`src/hdl/core_ctrl_pkg.sv`:
```
package core_ctrl_pkg;

    // operations the execute stage can perform
    typedef enum logic [3:0] {
        ALU_ADD,
        ALU_SUB,
        ALU_AND,
        ALU_OR,
        ALU_XOR,
        ALU_SLT,
        ALU_SLTU,
        ALU_SLL,
        ALU_SRL,
        ALU_SRA
    } alu_op_e;

    // source of the register write-back value
    typedef enum logic [1:0] {
        WB_ALU,
        WB_MEM,
        WB_PC_PLUS4
    } wb_sel_e;

    // everything decode hands to execute and result
    typedef struct packed {
        alu_op_e    alu_op;
        logic       op1_pc;
        logic       op2_imm;
        logic       cmp_op2_imm;
        logic       rd_wen;
        wb_sel_e    wb_sel;
        logic       jump;
        logic       branch;
        logic [2:0] br_funct;
        logic       mem_ren;
        logic       mem_wen;
    } ctrl_t;

endpackage

```
`src/hdl/rv_isa_pkg.sv`:
```
package rv_isa_pkg;

    // data path and register file geometry
    localparam int XLEN       = 32;
    localparam int REG_ADDR_W = 5;

    // major opcodes live in inst[6:2], the low two bits are always 2'b11
    typedef enum logic [4:0] {
        OPC_LOAD     = 5'b00000,
        OPC_MISC_MEM = 5'b00011,
        OPC_OP_IMM   = 5'b00100,
        OPC_AUIPC    = 5'b00101,
        OPC_STORE    = 5'b01000,
        OPC_OP       = 5'b01100,
        OPC_LUI      = 5'b01101,
        OPC_BRANCH   = 5'b11000,
        OPC_JALR     = 5'b11001,
        OPC_JAL      = 5'b11011,
        OPC_SYSTEM   = 5'b11100
    } rv_opcode_e;

    // funct3 codes shared by op and op_imm
    localparam logic [2:0] FUNCT3_ADD_SUB = 3'b000;
    localparam logic [2:0] FUNCT3_SLL     = 3'b001;
    localparam logic [2:0] FUNCT3_SLT     = 3'b010;
    localparam logic [2:0] FUNCT3_SLTU    = 3'b011;
    localparam logic [2:0] FUNCT3_XOR     = 3'b100;
    localparam logic [2:0] FUNCT3_SRL_SRA = 3'b101;
    localparam logic [2:0] FUNCT3_OR      = 3'b110;
    localparam logic [2:0] FUNCT3_AND     = 3'b111;

    // branch conditions
    // bit 2 clear selects equality, bit 1 unsigned, bit 0 inverts
    localparam logic [2:0] FUNCT3_BEQ  = 3'b000;
    localparam logic [2:0] FUNCT3_BNE  = 3'b001;
    localparam logic [2:0] FUNCT3_BLT  = 3'b100;
    localparam logic [2:0] FUNCT3_BGE  = 3'b101;
    localparam logic [2:0] FUNCT3_BLTU = 3'b110;
    localparam logic [2:0] FUNCT3_BGEU = 3'b111;

    // word access width for lw and sw
    localparam logic [2:0] FUNCT3_WORD = 3'b010;

    // instruction field positions
    localparam int OPCODE_LSB = 2;
    localparam int OPCODE_W   = 5;
    localparam int RD_LSB     = 7;
    localparam int FUNCT3_LSB = 12;
    localparam int FUNCT3_W   = 3;
    localparam int RS1_LSB    = 15;
    localparam int RS2_LSB    = 20;
    localparam int FUNCT7_LSB = 25;

    // funct7 bit 5 picks sub and sra
    localparam int ALT_BIT = FUNCT7_LSB + 5;

endpackage
```
`src/hdl/rv_core.sv`:
```
`timescale 1ns/1ns

module rv_core import rv_isa_pkg::*; import core_ctrl_pkg::*; #(
    parameter logic [XLEN-1:0] RESET_PC = '0
) (
    input  logic            i_clk,
    input  logic            i_rst_n,
    output logic [XLEN-1:0] o_imem_addr,
    input  logic [XLEN-1:0] i_imem_rdata,
    output logic [XLEN-1:0] o_dmem_addr,
    output logic [XLEN-1:0] o_dmem_wdata,
    input  logic [XLEN-1:0] i_dmem_rdata,
    output logic            o_dmem_wen,
    output logic            o_dmem_ren
);
    logic [REG_ADDR_W-1:0] rs1_addr;
    logic [REG_ADDR_W-1:0] rs2_addr;
    logic [REG_ADDR_W-1:0] rd_addr;
    logic [XLEN-1:0]       imm;
    ctrl_t                 ctrl;
    logic [XLEN-1:0]       rs1_data;
    logic [XLEN-1:0]       rs2_data;
    logic [XLEN-1:0]       rd_wdata;
    logic [XLEN-1:0]       alu_result;
    logic                  take;
    logic [XLEN-1:0]       pc;

    // fetch is just the pc on the instruction port
    assign o_imem_addr = pc;

    rv_decode u_decode (
        .i_inst     (i_imem_rdata),
        .o_rs1_addr (rs1_addr),
        .o_rs2_addr (rs2_addr),
        .o_rd_addr  (rd_addr),
        .o_imm      (imm),
        .o_ctrl     (ctrl)
    );

    rv_regfile u_regfile (
        .i_clk      (i_clk),
        .i_rst_n    (i_rst_n),
        .i_rs1_addr (rs1_addr),
        .i_rs2_addr (rs2_addr),
        .i_rd_addr  (rd_addr),
        .i_rd_wen   (ctrl.rd_wen),
        .i_rd_wdata (rd_wdata),
        .o_rs1_data (rs1_data),
        .o_rs2_data (rs2_data)
    );

    rv_execute u_execute (
        .i_ctrl       (ctrl),
        .i_pc         (pc),
        .i_imm        (imm),
        .i_rs1_data   (rs1_data),
        .i_rs2_data   (rs2_data),
        .o_alu_result (alu_result),
        .o_take       (take)
    );

    rv_result #(
        .RESET_PC (RESET_PC)
    ) u_result (
        .i_clk        (i_clk),
        .i_rst_n      (i_rst_n),
        .i_ctrl       (ctrl),
        .i_alu_result (alu_result),
        .i_rs2_data   (rs2_data),
        .i_dmem_rdata (i_dmem_rdata),
        .i_take       (take),
        .o_pc         (pc),
        .o_rd_wdata   (rd_wdata),
        .o_dmem_addr  (o_dmem_addr),
        .o_dmem_wdata (o_dmem_wdata),
        .o_dmem_wen   (o_dmem_wen),
        .o_dmem_ren   (o_dmem_ren)
    );

endmodule

```
`src/hdl/rv_result.sv`:
```
`timescale 1ns/1ns

module rv_result import rv_isa_pkg::*; import core_ctrl_pkg::*; #(
    parameter logic [XLEN-1:0] RESET_PC = '0
) (
    input  logic            i_clk,
    input  logic            i_rst_n,
    input  ctrl_t           i_ctrl,
    input  logic [XLEN-1:0] i_alu_result,
    input  logic [XLEN-1:0] i_rs2_data,
    input  logic [XLEN-1:0] i_dmem_rdata,
    input  logic            i_take,
    output logic [XLEN-1:0] o_pc,
    output logic [XLEN-1:0] o_rd_wdata,
    output logic [XLEN-1:0] o_dmem_addr,
    output logic [XLEN-1:0] o_dmem_wdata,
    output logic            o_dmem_wen,
    output logic            o_dmem_ren
);
    logic [XLEN-1:0] pc_plus4;
    logic [XLEN-1:0] next_pc;

    assign pc_plus4 = o_pc + XLEN'(4);
    // jalr targets may be odd, bit 0 is dropped
    assign next_pc  = i_take ? {i_alu_result[XLEN-1:1], 1'b0} : pc_plus4;

    always_ff @(posedge i_clk or negedge i_rst_n) begin
        if (!i_rst_n) begin
            o_pc <= RESET_PC;
        end else begin
            o_pc <= next_pc;
        end
    end

    always_comb begin
        case (i_ctrl.wb_sel)
            WB_MEM:      o_rd_wdata = i_dmem_rdata;
            WB_PC_PLUS4: o_rd_wdata = pc_plus4;
            default:     o_rd_wdata = i_alu_result;
        endcase
    end

    // word accesses only
    assign o_dmem_addr  = {i_alu_result[XLEN-1:2], 2'b00};
    assign o_dmem_wdata = i_rs2_data;
    assign o_dmem_wen   = i_ctrl.mem_wen;
    assign o_dmem_ren   = i_ctrl.mem_ren;

endmodule

```
`src/hdl/rv_execute.sv`:
```
`timescale 1ns/1ns

module rv_execute import rv_isa_pkg::*; import core_ctrl_pkg::*; (
    input  ctrl_t           i_ctrl,
    input  logic [XLEN-1:0] i_pc,
    input  logic [XLEN-1:0] i_imm,
    input  logic [XLEN-1:0] i_rs1_data,
    input  logic [XLEN-1:0] i_rs2_data,
    output logic [XLEN-1:0] o_alu_result,
    output logic            o_take
);
    logic [XLEN-1:0] op1;
    logic [XLEN-1:0] op2;
    logic [XLEN-1:0] cmp_op2;
    logic            eq;
    logic            lt;
    logic            ltu;
    logic            cond;
    logic [4:0]      shamt;
    logic            shift_left;
    logic            fill;
    logic [XLEN-1:0] shift_in;
    logic [XLEN-1:0] shift_out;
    logic [XLEN-1:0] shift_result;

    assign op1     = i_ctrl.op1_pc ? i_pc : i_rs1_data;
    assign op2     = i_ctrl.op2_imm ? i_imm : i_rs2_data;
    assign cmp_op2 = i_ctrl.cmp_op2_imm ? i_imm : i_rs2_data;

    // comparator, shared by slt/sltu and the branches
    assign eq  = (i_rs1_data == cmp_op2);
    assign ltu = (i_rs1_data < cmp_op2);
    assign lt  = (i_rs1_data[XLEN-1] != cmp_op2[XLEN-1]) ? i_rs1_data[XLEN-1] : ltu;

    assign cond   = (i_ctrl.br_funct[2] ? (i_ctrl.br_funct[1] ? ltu : lt) : eq)
                    ^ i_ctrl.br_funct[0];
    assign o_take = i_ctrl.jump || (i_ctrl.branch && cond);

    assign shamt      = op2[4:0];
    assign shift_left = (i_ctrl.alu_op == ALU_SLL);
    assign fill       = (i_ctrl.alu_op == ALU_SRA) && op1[XLEN-1];

    // left shifts go through the right shifter on the bit-reversed word
    always_comb begin
        for (int i = 0; i < XLEN; i++) begin
            shift_in[i] = shift_left ? op1[XLEN-1-i] : op1[i];
        end
    end

    // five log stages, 1/2/4/8/16
    always_comb begin
        logic [XLEN-1:0]   stage;
        logic [2*XLEN-1:0] wide;
        stage = shift_in;
        for (int s = 0; s < 5; s++) begin
            wide = {{XLEN{fill}}, stage} >> (1 << s);
            if (shamt[s]) begin
                stage = wide[XLEN-1:0];
            end
        end
        shift_out = stage;
    end

    always_comb begin
        for (int i = 0; i < XLEN; i++) begin
            shift_result[i] = shift_left ? shift_out[XLEN-1-i] : shift_out[i];
        end
    end

    always_comb begin
        case (i_ctrl.alu_op)
            ALU_ADD:  o_alu_result = op1 + op2;
            ALU_SUB:  o_alu_result = op1 - op2;
            ALU_AND:  o_alu_result = op1 & op2;
            ALU_OR:   o_alu_result = op1 | op2;
            ALU_XOR:  o_alu_result = op1 ^ op2;
            ALU_SLT:  o_alu_result = {{(XLEN-1){1'b0}}, lt};
            ALU_SLTU: o_alu_result = {{(XLEN-1){1'b0}}, ltu};
            ALU_SLL, ALU_SRL, ALU_SRA: o_alu_result = shift_result;
            default:  o_alu_result = '0;
        endcase
    end

endmodule

```
`src/hdl/rv_regfile.sv`:
```
`timescale 1ns/1ns

module rv_regfile import rv_isa_pkg::*; (
    input  logic                  i_clk,
    input  logic                  i_rst_n,
    input  logic [REG_ADDR_W-1:0] i_rs1_addr,
    input  logic [REG_ADDR_W-1:0] i_rs2_addr,
    input  logic [REG_ADDR_W-1:0] i_rd_addr,
    input  logic                  i_rd_wen,
    input  logic [XLEN-1:0]       i_rd_wdata,
    output logic [XLEN-1:0]       o_rs1_data,
    output logic [XLEN-1:0]       o_rs2_data
);
    localparam int NUM_REGS = 2 ** REG_ADDR_W;

    // x0 has no storage
    logic [XLEN-1:0] regs [1:NUM_REGS-1];

    always_ff @(posedge i_clk or negedge i_rst_n) begin
        if (!i_rst_n) begin
            for (int i = 1; i < NUM_REGS; i++) begin
                regs[i] <= '0;
            end
        end else if (i_rd_wen && i_rd_addr != '0) begin
            regs[i_rd_addr] <= i_rd_wdata;
        end
    end

    assign o_rs1_data = (i_rs1_addr == '0) ? '0 : regs[i_rs1_addr];
    assign o_rs2_data = (i_rs2_addr == '0) ? '0 : regs[i_rs2_addr];

endmodule

```
`src/hdl/rv_decode.sv`:
```
`timescale 1ns/1ns

module rv_decode import rv_isa_pkg::*; import core_ctrl_pkg::*; (
    input  logic [XLEN-1:0]       i_inst,
    output logic [REG_ADDR_W-1:0] o_rs1_addr,
    output logic [REG_ADDR_W-1:0] o_rs2_addr,
    output logic [REG_ADDR_W-1:0] o_rd_addr,
    output logic [XLEN-1:0]       o_imm,
    output ctrl_t                 o_ctrl
);
    rv_opcode_e    opcode;
    logic [2:0]    funct3;
    logic          alt;
    alu_op_e       alu_fn;

    assign opcode = rv_opcode_e'(i_inst[OPCODE_LSB +: OPCODE_W]);
    assign funct3 = i_inst[FUNCT3_LSB +: FUNCT3_W];
    assign alt    = i_inst[ALT_BIT];

    // lui adds its immediate to x0
    assign o_rs1_addr = (opcode == OPC_LUI) ? '0 : i_inst[RS1_LSB +: REG_ADDR_W];
    assign o_rs2_addr = i_inst[RS2_LSB +: REG_ADDR_W];
    assign o_rd_addr  = i_inst[RD_LSB +: REG_ADDR_W];

    // alu function for op and op_imm
    always_comb begin
        case (funct3)
            FUNCT3_ADD_SUB: alu_fn = (alt && opcode == OPC_OP) ? ALU_SUB : ALU_ADD;
            FUNCT3_SLL:     alu_fn = ALU_SLL;
            FUNCT3_SLT:     alu_fn = ALU_SLT;
            FUNCT3_SLTU:    alu_fn = ALU_SLTU;
            FUNCT3_XOR:     alu_fn = ALU_XOR;
            FUNCT3_SRL_SRA: alu_fn = alt ? ALU_SRA : ALU_SRL;
            FUNCT3_OR:      alu_fn = ALU_OR;
            default:        alu_fn = ALU_AND;
        endcase
    end

    always_comb begin
        o_ctrl          = '0;
        o_ctrl.alu_op   = ALU_ADD;
        o_ctrl.wb_sel   = WB_ALU;
        o_ctrl.br_funct = funct3;
        case (opcode)
            OPC_OP: begin
                o_ctrl.alu_op = alu_fn;
                o_ctrl.rd_wen = 1'b1;
            end
            OPC_OP_IMM: begin
                o_ctrl.alu_op      = alu_fn;
                o_ctrl.op2_imm     = 1'b1;
                o_ctrl.cmp_op2_imm = 1'b1;
                o_ctrl.rd_wen      = 1'b1;
            end
            OPC_LUI: begin
                o_ctrl.op2_imm = 1'b1;
                o_ctrl.rd_wen  = 1'b1;
            end
            OPC_AUIPC: begin
                o_ctrl.op1_pc  = 1'b1;
                o_ctrl.op2_imm = 1'b1;
                o_ctrl.rd_wen  = 1'b1;
            end
            OPC_LOAD: begin
                o_ctrl.op2_imm = 1'b1;
                o_ctrl.rd_wen  = 1'b1;
                o_ctrl.wb_sel  = WB_MEM;
                o_ctrl.mem_ren = 1'b1;
            end
            OPC_STORE: begin
                o_ctrl.op2_imm = 1'b1;
                o_ctrl.mem_wen = 1'b1;
            end
            // branch target is pc + imm while the comparator decides
            OPC_BRANCH: begin
                o_ctrl.op1_pc  = 1'b1;
                o_ctrl.op2_imm = 1'b1;
                o_ctrl.branch  = 1'b1;
            end
            OPC_JAL: begin
                o_ctrl.op1_pc  = 1'b1;
                o_ctrl.op2_imm = 1'b1;
                o_ctrl.rd_wen  = 1'b1;
                o_ctrl.wb_sel  = WB_PC_PLUS4;
                o_ctrl.jump    = 1'b1;
            end
            OPC_JALR: begin
                o_ctrl.op2_imm = 1'b1;
                o_ctrl.rd_wen  = 1'b1;
                o_ctrl.wb_sel  = WB_PC_PLUS4;
                o_ctrl.jump    = 1'b1;
            end
            // fence, system and unknown opcodes retire as nops
            default: ;
        endcase
    end

    // sign-extended immediate per format
    always_comb begin
        case (opcode)
            OPC_OP_IMM, OPC_LOAD, OPC_JALR:
                o_imm = {{(XLEN-12){i_inst[31]}}, i_inst[31:20]};
            OPC_STORE:
                o_imm = {{(XLEN-12){i_inst[31]}}, i_inst[31:25], i_inst[11:7]};
            OPC_BRANCH:
                o_imm = {{(XLEN-12){i_inst[31]}}, i_inst[7], i_inst[30:25],
                         i_inst[11:8], 1'b0};
            OPC_LUI, OPC_AUIPC:
                o_imm = {i_inst[31:12], 12'b0};
            OPC_JAL:
                o_imm = {{(XLEN-20){i_inst[31]}}, i_inst[19:12], i_inst[20],
                         i_inst[30:21], 1'b0};
            default:
                o_imm = '0;
        endcase
    end

endmodule

```
`config.mk`:
```
export PLATFORM = sky130hd
export DESIGN_NAME = rv_core
export DESIGN_NICKNAME = d
export VERILOG_FILES = /design/src/hdl/core_ctrl_pkg.sv /design/src/hdl/rv_isa_pkg.sv /design/src/hdl/rv_core.sv /design/src/hdl/rv_result.sv /design/src/hdl/rv_execute.sv /design/src/hdl/rv_regfile.sv /design/src/hdl/rv_decode.sv
export SDC_FILE = /design/constraint.sdc
export NUM_CORES = 2
export LEC_CHECK = 0
export BUFFER_PORTS_ARGS = -buffer_cell sky130_fd_sc_hd__buf_2
export CAP_MARGIN = 40
export CORE_MARGIN = 3
export CORE_UTILIZATION = 35
export CTS_BUF_LIST = sky130_fd_sc_hd__clkbuf_8
export CTS_CLUSTER_SIZE = 12
export DETAILED_ROUTE_END_ITERATION = 12
export PLACE_DENSITY = 0.58
export SLEW_MARGIN = 10
export SYNTH_ARGS = -nofsm -noshare
export SYNTH_HDL_FRONTEND = slang
export SYNTH_SLANG_ARGS = --single-unit
```
`constraint.sdc`:
```
create_clock -name i_clk -period 9.3 [get_ports i_clk]
set_input_delay 1.86 -clock i_clk [delete_from_list [all_inputs] [get_ports i_clk]]
set_output_delay 1.86 -clock i_clk [all_outputs]
set_load 0.01 [all_outputs]
```
=== Word-level counts from Yosys, hierarchy flattened ===
Cells that the tools add are included.

* Register bits: 1024
* Latch bits: 0
* RAM bits: 0
* Memory bits (read-only): 0
* Bits of input ports: 66
* Output and inout port bits: 98
* Logic and storage cells: 198
* Memories kept: 0

* Add/subtract/negate cells: 3
* $mul: 0
* Divide/modulo/power cells: 0
* Order comparisons: 5
* Eq/ne operators: 27
* Shifts and indexed selects: 0
* Mux-type cells: 104
* Bitwise operators: 7
* Reductions and logical operators: 20

{| class="wikitable"
|+ Operators by type and width
! operator !! count
|-
| bitwise mux 992 bit || 1
|-
| 2-to-1 mux 32 bit || 16
|-
| binary-select mux 32 bit (select 5 bit) || 2
|-
| one-hot mux 32 bit (8 select lines) || 1
|-
| demux 32 bit (select 5 bit) || 1
|-
| one-hot mux 32 bit (5 select lines) || 1
|-
| 2-to-1 mux 1 bit || 77
|-
| one-hot mux 32 bit (2 select lines) || 1
|-
| adder 32 x 3 -> 32 bit (second input constant) || 1
|-
| adder 32 bit || 1
|-
| bitwise AND 32 bit || 1
|-
| equality test 32 bit || 1
|-
| less-than comparator 32 bit || 1
|-
| bitwise OR 32 bit || 1
|-
| subtractor 32 bit || 1
|-
| XOR 32 bit || 1
|-
| one-hot mux 4 bit (7 select lines) || 1
|-
| >= comparator 6 bit (second input constant) || 3
|-
| NOT 5 -> 6 bit || 3
|-
| equality test 4 x 3 -> 1 bit (second input constant) || 4
|-
| equality test 5 x 4 -> 1 bit (second input constant) || 3
|-
| equality test 5 bit (second input constant) || 3
|-
| zero test 5 bit || 3
|-
| equality test 5 x 3 -> 1 bit (second input constant) || 2
|-
| other kinds (23) || 36
|}

=== Logic depth before layout (Yosys ltp) ===
* Depth in word-level cells: 18
* Depth in mapped cells: 34
* Depth with buffers taken out: 27

=== By module ===
Synthesis repeated with hierarchy kept, for this count alone.

* Cell total of the unflattened synthesis: 5253
* Area total of the unflattened synthesis: 65909.5 um^2

{| class="wikitable"
|+ Modules (own cells, without submodules)
! module !! instances !! cells an instance !! area an instance (um^2) !! sequential area each (um^2)
|-
| rv_regfile || 1 || 3612 || 53491.3 || 24823.8
|-
| rv_execute || 1 || 1162 || 8602.0 || 0.0
|-
| rv_result || 1 || 362 || 3054.2 || 775.7
|-
| rv_decode || 1 || 117 || 762.0 || 0.0
|}

=== Worst setup path before layout ===
No wires, ideal clock.

* Path kind: input to output
* From: in i_imem_rdata[20]
* To: out o_dmem_addr[31]
* Data arrival time: 7.774 ns
* Data required time: 7.440 ns
* Path slack: -0.334 ns
* Cell stages on the path: 30
* Buffers on the path: 6
* Cell sequence: buf_6 > buf_2 > buf_6 > buf_4 > mux2_2 > a221oi_1 > o21ai_1 > nand3b_1 > a21oi_2 > clkinv_1 > nor3_2 > buf_2 > nand3_1 > nor2_1 > a31oi_1 > xnor2_1 > ha_1 > clkbuf_1 > a21o_1 > a211oi_1 > o21ai_0 > a21oi_1 > o21a_1 > o21ai_0 > a211oi_1 > xnor2_1 > nand2b_1 > nor2_1 > nor3b_1 > o21ai_0

* Elaborated cells between the ends (all ways): 20
* Classes of those cells: add/sub (2); mux (13); bitwise (4); reduce/logical (1)

{| class="wikitable"
|+ RTL lines
! element !! RTL line !! text
|-
| from (decl) || rv_core.sv:9 || <nowiki>input logic [XLEN-1:0] i_imem_rdata,</nowiki>
|-
| NOT 5 -> 6 bit (not written as such) || rv_regfile.sv:30 || <nowiki>assign o_rs2_data = (i_rs2_addr == '0) ? '0 : regs[i_rs2_addr];</nowiki>
|-
| binary-select mux 32 bit (select 5 bit) || rv_regfile.sv:30 ||
|-
| 2-to-1 mux 32 bit (not written as such) (2 in series) || rv_regfile.sv:30 ||
|-
| 2-to-1 mux 32 bit * || rv_regfile.sv:30 ||
|-
| net o_dmem_wdata[2] || rv_core.sv:11 || <nowiki>output logic [XLEN-1:0] o_dmem_wdata,</nowiki>
|-
| 2-to-1 mux 32 bit * || rv_execute.sv:27 || <nowiki>assign op2 = i_ctrl.op2_imm ? i_imm : i_rs2_data;</nowiki>
|-
| branches (longest 4 deep; another with subtractor 32 bit) || -- ||
|-
| one-hot mux 32 bit (8 select lines) * || rv_execute.sv:71 || <nowiki>case (i_ctrl.alu_op)</nowiki>
|-
| to (decl) || rv_core.sv:10 || <nowiki>output logic [XLEN-1:0] o_dmem_addr,</nowiki>
|}

Mark *: on every way through the listed nets, which the timed path passes. The select of a mux whose other input is x is not followed.

=== Worst setup path after layout ===
* From: in i_imem_rdata[20]
* To: out o_dmem_addr[31]

* Longest elaborated chain between the ends: 13
* Elaborated cells between the ends (all ways): 20
* Classes of those cells: add/sub (2); mux (13); bitwise (4); reduce/logical (1)

{| class="wikitable"
|+ RTL lines
! element !! RTL line
|-
| NOT 5 -> 6 bit (not written as such) || rv_regfile.sv:30
|-
| binary-select mux 32 bit (select 5 bit) || rv_regfile.sv:30
|-
| 2-to-1 mux 32 bit (not written as such) (2 in series) || rv_regfile.sv:30
|-
| 2-to-1 mux 32 bit || rv_regfile.sv:30
|-
| 2-to-1 mux 32 bit * || rv_execute.sv:27
|-
| branches (longest 6 deep; another with subtractor 32 bit) || --
|-
| one-hot mux 32 bit (8 select lines) * || rv_execute.sv:71
|}

Every way passes the cells marked *. The select of a mux whose other input is x is not followed.

==> results.sh <==
export IMPL_dieHeight_um=445
export IMPL_layout_cells_most_common="buf_4"
export IMPL_peakVddDrop_mv=0.160
export IMPL_critPathMaxFanout=7
export IMPL_leakage_nw=38.2
export IMPL_grt_max_degree=161
export IMPL_postCtsHoldBufs=0
export IMPL_cap_violations=0
export IMPL_grt_usage_pct=37.7
export IMPL_overflow=0
export IMPL_critPathLaunchType="primary input"
export IMPL_ff2ff_path_depth=30
export IMPL_slowest_delay_ns=0.60
export IMPL_skew_ns=0.0591
export IMPL_maxSlewHeadroom_pct=33.2
export IMPL_arrival_ns=8.33
export IMPL_dp_hpwl_mm=278
export IMPL_start_util_pct=35.4
export IMPL_io_buffers=158
export IMPL_place_congestion=1.07
export IMPL_yosys_most_used_dff="dfrtp_1"
export IMPL_numClockSinks=1023
export IMPL_vias=68685
export IMPL_cts_clk_slew_worst_paths_ns=0.06
export IMPL_drt_pass1_iter_count=9
export IMPL_cts_max_level=4
export IMPL_ys_warn_count=0
export IMPL_drive_gt1_share_pct=34.7
export IMPL_endpoint="o_dmem_addr[31]"
export IMPL_wl_per_cell_um=36.4
export IMPL_n_fill_cell=18114
export IMPL_rsz0062_at_grt="yes"
export IMPL_antenna_found_initial=38
export IMPL_core_area_mm2=0.191
export IMPL_critPathLaunch="i_imem_rdata[20]"
export IMPL_cts_buffers=179
export IMPL_synth_edf_count=0
export IMPL_rr_startpoint="u_regfile.regs[745]"
export IMPL_cts_tree="yes"
export IMPL_clk_latency_ns=0.99
export IMPL_grt_pass1_vias=65586
export IMPL_tightest_slew_ns=0.997
export IMPL_instances_no_fill=10541
export IMPL_cp_depth=29
export IMPL_final_cell_mix="buf_4 (1106), dfrtp_1 (1023), nand2_1 (946), mux2_2 (498), o21ai_0 (467)"
export IMPL_clockBufferDepth=3
export IMPL_cp_required_ns=7.44
export IMPL_setup_slack_ns=-0.895
export IMPL_path_buf_inv=7
export IMPL_pin_count=164
export IMPL_grt_pass1_wl_mm=526
export IMPL_chipWidth_um=445
export IMPL_slew_viol_final=0
export IMPL_yosysUniqueCellTypes=109
export IMPL_synth_area_mm2=0.0676
export IMPL_power_density_mw_per_mm2=231
export IMPL_synthCells=6912
export IMPL_period_needed_ns=10.19
export IMPL_place_ws_ns=-1.60
export IMPL_ys_ff_latch=1023
export IMPL_setup_viol=24
export IMPL_worstSetupPathType="in2out"
export IMPL_layout_nets=8061
export IMPL_cpMaxStageDelayCell="or4b_4"
export IMPL_areaGrowthSynthToFinish_pct=26.1
export IMPL_finalWirelength_mm=384
export IMPL_place_inst=10148
export IMPL_viasPerCell=6.52
export IMPL_antenna_left=0
export IMPL_finalCritPeriodShare_pct=110
export IMPL_status="finished, violations left"
export IMPL_ctsRootBufferMaster="clkbuf_8"
export IMPL_violations="setup timing"
export IMPL_ys_seq_area_share_pct=37.9
export IMPL_drt_iter0_drc=10102
export IMPL_num_rows=160
export IMPL_hold_viol_final=0
export IMPL_r2r_setup_slack_ns=1.98
export IMPL_crit_family="simple AND/OR/NAND/NOR gates"
export IMPL_fmax_mhz=98.1
export IMPL_min_path_type="reg2reg"
export IMPL_drc=0
export IMPL_postSynth_asyncResetShare_pct=100
export IMPL_r2r_end="u_regfile.regs[821]"
export IMPL_endpoint_kind="output pin"
export IMPL_die_area_mm2=0.198
export IMPL_whs_ns=0.497
export IMPL_total_power_mw=19.7
export IMPL_syn_area_per_cell_um2=9.78
state kept, by name (all words and copies together) (netlist names):
name and flops:
u_regfile.regs 992, u_result.o_pc 31
final cells by class:
class | instances | area, um2 | share of cell area (%)
timing repair buffer | 1416 | 12200 | 14.3
tap | 2511 | 3140 | 3.69
antenna | 33 | 82.6 | 0.0969
clock buffer | 230 | 3170 | 3.71
inverter | 140 | 532 | 0.624
multi-input combinational | 5103 | 40000 | 46.9
clock inverter | 85 | 517 | 0.606
sequential | 1023 | 25600 | 30.0
report_power, final:
| group | total, mW | switching (mW) | leakage (nW) | internal [mW] |
|---|---|---|---|---|
| combinational | 8.65 | 5.01 | 22.5 | 3.63 |
| clock | 4.40 | 2.10 | 2.09 | 2.30 |
| sequential | 6.63 | 1.09 | 13.7 | 5.54 |
logic make-up after synthesis:
| logic type | share of synthesized area (%) |
|---|---|
| XOR/XNOR | 1.08 |
| flip-flops | 37.9 |
| AND/OR/NAND/NOR | 11.6 |
| AO/OA/AOI/OAI | 20.1 |
| other | 0.00555 |
| buffers and inverters | 5.12 |
| multiplexers | 21.7 |
| adder cells (fa/ha/maj) | 2.46 |
worst reg2reg max path, delay by kind of cell (launching register included):
| kind | cells | cell delay (ns) |
|---|---|---|
| and+or+nand+nor | 6 | 2.29 |
| AOI/OAI and AO/OA | 12 | 2.27 |
| buffers and inverters | 8 | 1.19 |
| muxes | 1 | 0.48 |
| DFF | 1 | 0.41 |
| adders and majority gates | 1 | 0.31 |
| xor gates and xnor gates | 2 | 0.22 |
Yosys cell counts (28+ instances only):
cell	instances	area share [%]
dfrtp_1	1023	38
nand2_1	977	5.4
mux2_2	499	8.3
o21ai_0	493	3.7
clkbuf_1	424	2.4
nor2_1	395	2.2
a21oi_1	353	2.6
mux2i_1	305	4.5
mux4_2	256	8.5
o31ai_1	214	2.4
ha_1	131	2.4
inv_1	129	0.72
buf_2	126	0.93
a221oi_1	90	1.2
nand3_1	88	0.65
o211ai_1	80	0.89
a211oi_1	79	0.88
a22oi_1	77	0.86
o22ai_1	74	0.69
nor3_1	66	0.49
xnor2_1	57	0.74
a31oi_1	48	0.44
buf_1	41	0.23
a21o_1	40	0.44
and3_1	39	0.36
a221o_1	36	0.53
o221ai_1	35	0.45
nand2b_1	32	0.30
buf_4	30	0.33
nor2b_1	30	0.28
o21ai_2	30	0.39
nand4_1	28	0.26
o21ai_1	28	0.21
timing repair:
| item | CTS | global route |
|---|---|---|
| setup buffers | 30 | 12 |
| gates resized for setup | 119 | 69 |
| hold endpoints to repair | 0 | 0 |
| pin swaps | 38 | 32 |
| setup endpoints to repair | 26 | 26 |
| cloned | 2 | 1 |
metrics by stage:
step,instance area [um2],util [%],TNS [ns]
detailed placement,80200,42.0,-20.51
global route,85200,44.6,-13.41
CTS,84700,44.3,-7.81
floorplan,67600,-,0
global placement,79500,41.6,-20.48
finish,85200,44.6,-10.44
metal layers:
metal	vias to the layer above	global-route usage, %	share of wire, %
met4	6	33.1	11
li1	27720	-	-
met1	34142	45.8	36
met5	-	0	0.013
met3	1541	11.3	11
met2	5276	54.0	41
worst min path at each step:
| stage | start | end | slack, ns | depth (start not counted) |
|---|---|---|---|---|
| final | u_regfile.regs[781] | u_regfile.regs[781] | 0.50 | 2 |
| after global routing | u_regfile.regs[214] | u_regfile.regs[214] | 0.52 | 2 |
| after CTS | u_regfile.regs[214] | u_regfile.regs[214] | 0.50 | 2 |
| after detailed placement | u_regfile.regs[214] | u_regfile.regs[214] | 0.49 | 2 |
| after global placement | u_regfile.regs[886] | u_regfile.regs[886] | 0.47 | 2 |
| after floorplan | u_regfile.regs[429] | u_regfile.regs[429] | 0.46 | 2 |
(Power assumes the default switching activity.)
